[src/aes_settings.svh]
// Build-wide constants of the AES-128 core.
// Round count and the fixed start-to-valid latency.
`ifndef AES_SETTINGS_SVH
`define AES_SETTINGS_SVH

// Number of cipher rounds for a 128-bit key.
`define AES_ROUNDS 10

// Cycles from the start edge to the result flag.
// One capture cycle plus two register stages in every round.
`define AES_LATENCY 21

`endif

[src/aes_data_pkg.sv]
// Datapath types of the AES-128 core.
// Byte, column, block, round constant and round-key types, plus the GF(2^8) doubling.
package aes_data_pkg;

    typedef logic [7:0] aes_byte_t;

    // One state column, row 0 in the top byte.
    typedef logic [31:0] aes_word_t;

    // A full state or key as four columns, column 0 most significant.
    typedef logic [0:3][31:0] aes_block_t;

    typedef logic [7:0] aes_rcon_t;

    // Key-schedule stage output.
    // The next field feeds the following stage, now lines up with the current round.
    typedef struct packed {
        aes_block_t next;
        aes_block_t now;
    } aes_round_key_t;

    // Multiplication by x in GF(2^8) modulo x^8 + x^4 + x^3 + x + 1.
    function automatic aes_byte_t aes_xtime(aes_byte_t a);
        aes_byte_t r;
        r = {a[6:0], 1'b0};
        if (a[7])
        begin
            r = r ^ 8'h1b;  // Reduce by the field polynomial.
        end
        return r;
    endfunction

endpackage

[src/aes_sbox.sv]
// Word-wide AES S-box with a registered output.
// Each byte is inverted in GF(2^8) and passed through the affine transform.
module aes_sbox (
    input  logic                    clk,
    input  logic                    rst,
    input  aes_data_pkg::aes_word_t din,
    output aes_data_pkg::aes_word_t dout
);
    import aes_data_pkg::*;

    aes_word_t sub_word;

    // Shift-and-add product of two field elements.
    function automatic aes_byte_t gf_mul(aes_byte_t a, aes_byte_t b);
        aes_byte_t acc;
        aes_byte_t p;
        acc = 8'h00;
        p   = a;
        for (int i = 0; i < 8; i++)
        begin
            if (b[i])
            begin
                acc = acc ^ p;
            end
            p = aes_xtime(p);
        end
        return acc;
    endfunction

    // The inverse is a^254, built from the squares a^2 up to a^128.
    // Zero yields zero here, which the standard treats as its own inverse.
    function automatic aes_byte_t gf_inv(aes_byte_t a);
        aes_byte_t sq;
        aes_byte_t acc;
        sq  = a;
        acc = 8'h01;
        for (int i = 1; i < 8; i++)
        begin
            sq  = gf_mul(sq, sq);    // Now a^(2^i).
            acc = gf_mul(acc, sq);
        end
        return acc;
    endfunction

    // Affine map over GF(2), written as a byte XORed with four of its rotations.
    function automatic aes_byte_t affine(aes_byte_t b);
        aes_byte_t s;
        s = b;
        s = s ^ {b[6:0], b[7]};
        s = s ^ {b[5:0], b[7:6]};
        s = s ^ {b[4:0], b[7:5]};
        s = s ^ {b[3:0], b[7:4]};
        return s ^ 8'h63;
    endfunction

    always_comb
    begin
        for (int b = 0; b < 4; b++)
        begin
            sub_word[8*b +: 8] = affine(gf_inv(din[8*b +: 8]));
        end
    end

    always_ff @(posedge clk or posedge rst)
    begin
        if (rst)
        begin
            dout <= '0;
        end
        else
        begin
            dout <= sub_word;
        end
    end

endmodule

[src/aes_key_stage.sv]
// One AES-128 key-expansion step.
// Produces the round key one cycle after its input and a registered copy one cycle later.
module aes_key_stage (
    input  logic                         clk,
    input  logic                         rst,
    input  aes_data_pkg::aes_block_t     key_in,
    input  aes_data_pkg::aes_rcon_t      rcon,
    output aes_data_pkg::aes_round_key_t round_key
);
    import aes_data_pkg::*;

    aes_block_t xor_chain;
    aes_block_t xor_chain_r;
    aes_word_t  rot_word;
    aes_word_t  sub_word;
    aes_block_t now_key;
    aes_block_t next_key;

    // Running XOR of the columns, with the round constant folded into column 0.
    always_comb
    begin
        xor_chain[0] = key_in[0] ^ {rcon, 24'h000000};
        for (int c = 1; c < 4; c++)
        begin
            xor_chain[c] = xor_chain[c-1] ^ key_in[c];
        end
    end

    assign rot_word = {key_in[3][23:0], key_in[3][31:24]};  // RotWord on the last column.

    aes_sbox i_sbox (
        .clk  (clk),
        .rst  (rst),
        .din  (rot_word),
        .dout (sub_word)
    );

    always_ff @(posedge clk or posedge rst)
    begin
        if (rst)
        begin
            xor_chain_r <= '0;
            next_key    <= '0;
        end
        else
        begin
            xor_chain_r <= xor_chain;   // Matches the S-box register delay.
            next_key    <= now_key;
        end
    end

    // SubWord reaches every column because each already holds the XOR of those before it.
    always_comb
    begin
        for (int c = 0; c < 4; c++)
        begin
            now_key[c] = xor_chain_r[c] ^ sub_word;
        end
    end

    assign round_key.now  = now_key;
    assign round_key.next = next_key;

endmodule

[config.mk]
export PLATFORM = sky130hd
export DESIGN_NAME = aes_key_stage
export DESIGN_NICKNAME = d
export VERILOG_FILES = /design/src/aes_settings.svh /design/src/aes_data_pkg.sv /design/src/aes_sbox.sv /design/src/aes_key_stage.sv
export SDC_FILE = /design/constraint.sdc
export NUM_CORES = 2
export LEC_CHECK = 0
export BUFFER_PORTS_ARGS = -buffer_cell sky130_fd_sc_hd__buf_2
export CAP_MARGIN = 20
export CORE_MARGIN = 4
export CORE_UTILIZATION = 49
export CTS_CLUSTER_SIZE = 20
export DETAILED_ROUTE_END_ITERATION = 6
export PLACE_DENSITY_LB_ADDON = 0.3
export REMOVE_ABC_BUFFERS = 1
export SLEW_MARGIN = 15
export SYNTH_ARGS = -nofsm -noshare
export SYNTH_HDL_FRONTEND = slang
export SYNTH_HIERARCHICAL = 1
export SYNTH_SLANG_ARGS = --single-unit
[constraint.sdc]
create_clock -name clk -period 20.7 [get_ports clk]
set_input_delay 3.105 -clock clk [delete_from_list [all_inputs] [get_ports clk]]
set_output_delay 3.105 -clock clk [all_outputs]
set_load 0.005 [all_outputs]
After elaboration in Yosys (flattened, before gate mapping)
Index checks and enable logic that the tools add are counted.

storage, ports and cells
  logic and storage cells = 1605
  bits in registers = 288
  input port bits = 138

cells by class
  bitwise logic cells = 784
  multiplexer cells = 812

operators with widths
  operator                              count
  2-to-1 mux 8 bit                      420
  XOR 8 bit                             380
  2-to-1 mux 5 bit                      368
  inverter 4 bit                        368
  XOR 32 bit                            8
  2-to-1 mux 7 bit                      4
  inverter 1 bit, first input constant  28
  2-to-1 mux 6 bit                      4
  2-to-1 mux 4 bit                      4
  2-to-1 mux 3 bit                      4
  2-to-1 mux 2 bit                      4
  2-to-1 mux 1 bit                      4

Depth between registers and ports, before layout
  word-level depth = 132
  depth in mapped cells = 65

By module
Netlist, hierarchy kept.

by module, submodules not included
  module         sequential area each (um2)  area each (um2)  times used  cells an instance
  aes_sbox       800.8                       57884.3          1           7756
  aes_key_stage  6406.1                      9102.5           1           521

Worst setup path after synthesis
No wires, ideal clock.

  kind = input-to-reg
  start = input port key_in[24] in the netlist's numbering
  end = register i_sbox.dout[3]
  stages on the path = 58
  arrival = 17.475 ns
  slack = 3.091 ns
  setup time = 0.134 ns
  cell sequence = ha_1 nand2_1 xor2_1 inv_1 clkbuf_1 clkbuf_1 ha_1 clkbuf_1 clkinv_1 nor2_1 xnor2_1 xnor2_1 clkbuf_1 inv_2 ha_1 xnor2_1 maj3_1 mux2i_1 [22 not listed] a32oi_1 o22ai_1 o21ba_2 or4_1 a32oi_1 xnor2_1 clkbuf_1 buf_1 nand2_1 xnor2_1 xnor3_1 xnor2_1 nor2_1 xnor2_1 xor3_1 xnor2_1 xnor2_2 xnor3_1

on the way
  word-level cells in the longest chain between the ends = 126

ends and longest elaborated chain
  item                          line                text
  start: declaration            aes_key_stage.sv:6  input aes_data_pkg::aes_block_t key_in,
  2-to-1 mux 8 bit              aes_sbox.sv:21      if (b[i])
  XOR 8 bit                     aes_sbox.sv:23      acc = acc ^ p;
  2-to-1 mux 8 bit              aes_sbox.sv:21
  XOR 8 bit                     aes_sbox.sv:23
  2-to-1 mux 8 bit              aes_sbox.sv:21
  XOR 8 bit                     aes_sbox.sv:23
  2-to-1 mux 8 bit              aes_sbox.sv:21
  XOR 8 bit                     aes_sbox.sv:23
  [111 not listed]              n/a
  2-to-1 mux 8 bit              aes_sbox.sv:21
  XOR 8 bit                     aes_sbox.sv:23
  2-to-1 mux 8 bit (*)          aes_sbox.sv:21
  XOR 8 bit                     aes_sbox.sv:49      s = s ^ {b[6:0], b[7]};
  XOR 8 bit                     aes_sbox.sv:50      s = s ^ {b[5:0], b[7:6]};
  XOR 8 bit                     aes_sbox.sv:51      s = s ^ {b[4:0], b[7:5]};
  XOR 8 bit (*)                 aes_sbox.sv:52      s = s ^ {b[3:0], b[7:4]};
  named net i_sbox.sub_word[3]  aes_sbox.sv:11      aes_word_t sub_word;
  end signal: assignment        aes_sbox.sv:72      dout <= sub_word;
  end: declaration              aes_sbox.sv:7       output aes_data_pkg::aes_word_t dout

The timed path passes the listed nets; every way through them passes the cells marked *.

Worst setup path after layout
  start = input port key_in[15] in the netlist's numbering
  end = register i_sbox.dout[16]

on the way
  word-level cells in the longest chain between the ends = 125

ends and longest elaborated chain
  item                                                  line
  2-to-1 mux 5 bit or 2-to-1 mux 8 bit (tied branches)  aes_data_pkg.sv:26, aes_sbox.sv:21
  XOR 8 bit                                             aes_sbox.sv:23
  2-to-1 mux 8 bit                                      aes_sbox.sv:21
  XOR 8 bit                                             aes_sbox.sv:23
  2-to-1 mux 8 bit                                      aes_sbox.sv:21
  XOR 8 bit                                             aes_sbox.sv:23
  2-to-1 mux 8 bit                                      aes_sbox.sv:21
  XOR 8 bit                                             aes_sbox.sv:23
  [110 not listed]                                      n/a
  XOR 8 bit or 2-to-1 mux 8 bit (tied branches)         aes_sbox.sv:23, aes_sbox.sv:21
  2-to-1 mux 8 bit (*)                                  aes_sbox.sv:21
  XOR 8 bit (tied with other cells)                     aes_sbox.sv:49
  XOR 8 bit (tied with other cells)                     aes_sbox.sv:50
  XOR 8 bit or 2-to-1 mux 8 bit (tied branches)         aes_sbox.sv:51, aes_sbox.sv:21
  XOR 8 bit (*)                                         aes_sbox.sv:52
  inverter 4 bit (no source line) (*)                   n/a
  named net i_sbox.sub_word[16]                         aes_sbox.sv:11

Marks and branches as above.

==> reports/metrics.cfg <==
[status]
status = completed

[grt]
grt_max_degree = 80
grt.overflow.total = 0
grt_pass1_vias = 56800
gr-usage-all-layers_pct = 26.9
antenna_found_initial = 11
grt_pass1_wl_microns = 317000

[drt]
drtPass1Iterations = 6
drc = 0
met3_length_microns = 16500
ant_nets = 0
vias_per_cell = 5.93
vias = 60900
drt_wl_total_microns = 201000
drt_iter0_markers = 6252
wl_met1_microns = 86000
wl_per_cell_microns = 19.6
met2WireLength_microns = 92200
highest_layer = met5

[worst_setup_path]
endpoint_kind = register
reg2reg_from = i_sbox/dout[22]$_DFF_PP0_
path_class = primary input to register
critPathMaxStageDelay_ps = 830
worst_path_max_delay_cell = xnor3_1
crit_top_cell = xnor2_1
crit_path_max_fanout = 25
critPathLaunchType = primary input
crit_start = key_in[15]
required_ps = 21170
crit_arrival_ps = 20140

[floorplanning]
fp-row-count = 135
start_util_pct = 49.4
fp.dieArea_sq_um = 143000
dieWidth_microns = 378
die_y_microns = 378
core_region_area_sq_um = 136000
io_pins = 394

[worst_hold_path]
hp-class = register to register
min_from = xor_chain_r[114]$_DFF_PP0_

[timing]
worst_slew_pin_slew_ps = 1110
setup_viol = 0
hold_viol_final = 0
setup_slack_ps = 1030
finalMaxSlewViolations = 0
skew_ps = 54.3
finalCritPeriodShare_pct = 95.0
fmax_mhz = 50.8
maxSlewHeadroom_pct = 25.4
fin_setup_tns_ps = 0
rsz0062_at_grt = false
timing.final.crit_period_ps = 19670
fin_worst_hold_slack_ps = 442

[cells_and_area]
nets = 8625
fin_cells = 10300
fill_cells = 12500
drive_gt1_share_pct = 13.6
syn_to_final_growth_pct = 8.52

[placed_design]
hpwl_microns = 148000
dpl_worst_slack_ps = 115
routabilityCongestion = 0.948
dp_cells = 10200
io_buffer_count = 393

[synth]
syn-cell-area_sq_um = 67000
synth_commonest_cells = 1,634 x xnor2_1, 1,079 x nor2_1, 750 x nand2_1, 546 x xor2_1, 428 x a21oi_1
synth.most_common_cell = xnor2_1
ys_async_sr_fraction_pct = 100
synth_area_leaders = xnor2_1 21%, xnor3_1 11%, dfrtp_1 11%
synth_top_area_share_pct = 21.4
synth_cell_types = 122
syn_inst = 8277
ys.flop_type = dfrtp_1
ys_warn_count = 6
synth-seq-cells = 288
synth_edf_count = 0
yosysTopAreaCell = xnor2_1
synth_seq_area_share_pct = 10.8
syn_area_per_cell_sq_um = 8.09

[clock_network]
cts_num_sinks = 288
cts_setup_buffers = 0
cts-root-buf = clkbuf_16
cts_tree = built
clock_path_buffers = 3
cts-buffers-inserted = 37
cts_max_level = 2
clock_latency_ps = 630
path_clk_slew_ps = 60

[flow_run]
drv_cap = 0

[state kept, by name (all words and copies together), names as in the netlist]
register / flops
round_key: 128
i_sbox/dout: 32
xor_chain_r: 128
[stage by stage]
stage	cell area (sq um)	utilization, %
3_3_place_gp	71300	52.5
5_1_grt	72700	53.6
2_1_floorplan	64500	-
3_5_place_dp	71300	52.5
4_1_cts	72500	53.5
6_report	72700	53.6
[path summary, 6_finish.rpt]
| path | to | slack, ps | depth (start not counted) |
|---|---|---|---|
| min reg2reg | round_key[242]$_DFF_PP0_ | 440 | 1 |
| max reg2reg | round_key[246]$_DFF_PP0_ | 19390 | 1 |
| max in group asynchronous | xor_chain_r[18]$_DFF_PP0_ | 15990 | 4 |
| min in group asynchronous | round_key[162]$_DFF_PP0_ | 2550 | 2 |
| min | round_key[242]$_DFF_PP0_ | 440 | 1 |
| max | i_sbox/dout[16]$_DFF_PP0_ | 1030 | 52 |
[logic make-up (layout without fill, tap and decap cells)]
group	Yosys count	in the layout	share of synthesized area, %
adders and majority gates	35	35	0.628
muxes	259	259	4.07
buffers and inverters	677	885	4.43
DFF	288	288	10.8
other	0	3	0
xor gates and xnor gates	2758	2758	47.0
AOI/OAI and AO/OA	1663	1663	16.2
and+or+nand+nor	2597	2597	16.9
[layer usage]
layer  GRT usage [%]  vias up
met5               0        -
met3            3.74      353
met4            8.51        8
met2            43.9     2632
li1                -    28800
met1            36.9    29100
[worst max-delay path, delay by kind of cell]
family	cells	cell delay, ps
compound gates	5	870
fa+ha+maj	2	1200
simple gates	7	960
xor+xnor	34	12950
mux	1	170
buf+inv	3	870
[repair_timing]
action,CTS,global route
hold buffers,0,0
setup endpoints to repair,0,8
gates resized for setup,0,8
[layout make-up]
class                   instances  area, sq um  share of cell area (%)
repair inverters                1         5.00                 0.00688
clock buffers                  46         1020                    1.40
multi-input cells            7312        57300                    78.8
inverters                     131          503                   0.692
clock inverters                19          243                   0.334
diodes                          3         7.51                  0.0103
flip-flops and latches        288         7210                    9.91
repair buffers                688         4190                    5.76
well taps                    1781         2230                    3.07
[cell usage in the layout, fill, tap and decap left out, types with 52 or more instances in the layout]
cell type | synthesis | layout
xnor2_1 | 1634 | 1590
nor2_1 | 1079 | 1079
nand2_1 | 750 | 750
xor2_1 | 546 | 533
a21oi_1 | 428 | 428
buf_2 | 124 | 393
o21ai_0 | 359 | 359
xnor3_1 | 325 | 325
buf_4 | 46 | 291
dfrtp_1 | 288 | 288
mux2i_1 | 204 | 204
nor3_1 | 194 | 194
nand3_1 | 185 | 185
xnor2_2 | 94 | 135
o22ai_1 | 129 | 129
inv_1 | 105 | 102
a31oi_1 | 79 | 79
a211oi_1 | 71 | 70
o211ai_1 | 69 | 69
xor2_2 | 44 | 57
and2_1 | 52 | 52
Power is left out: the tool's default activity adds up to more than one toggle a clock period on the data nets, which glitch-free logic cannot reach.
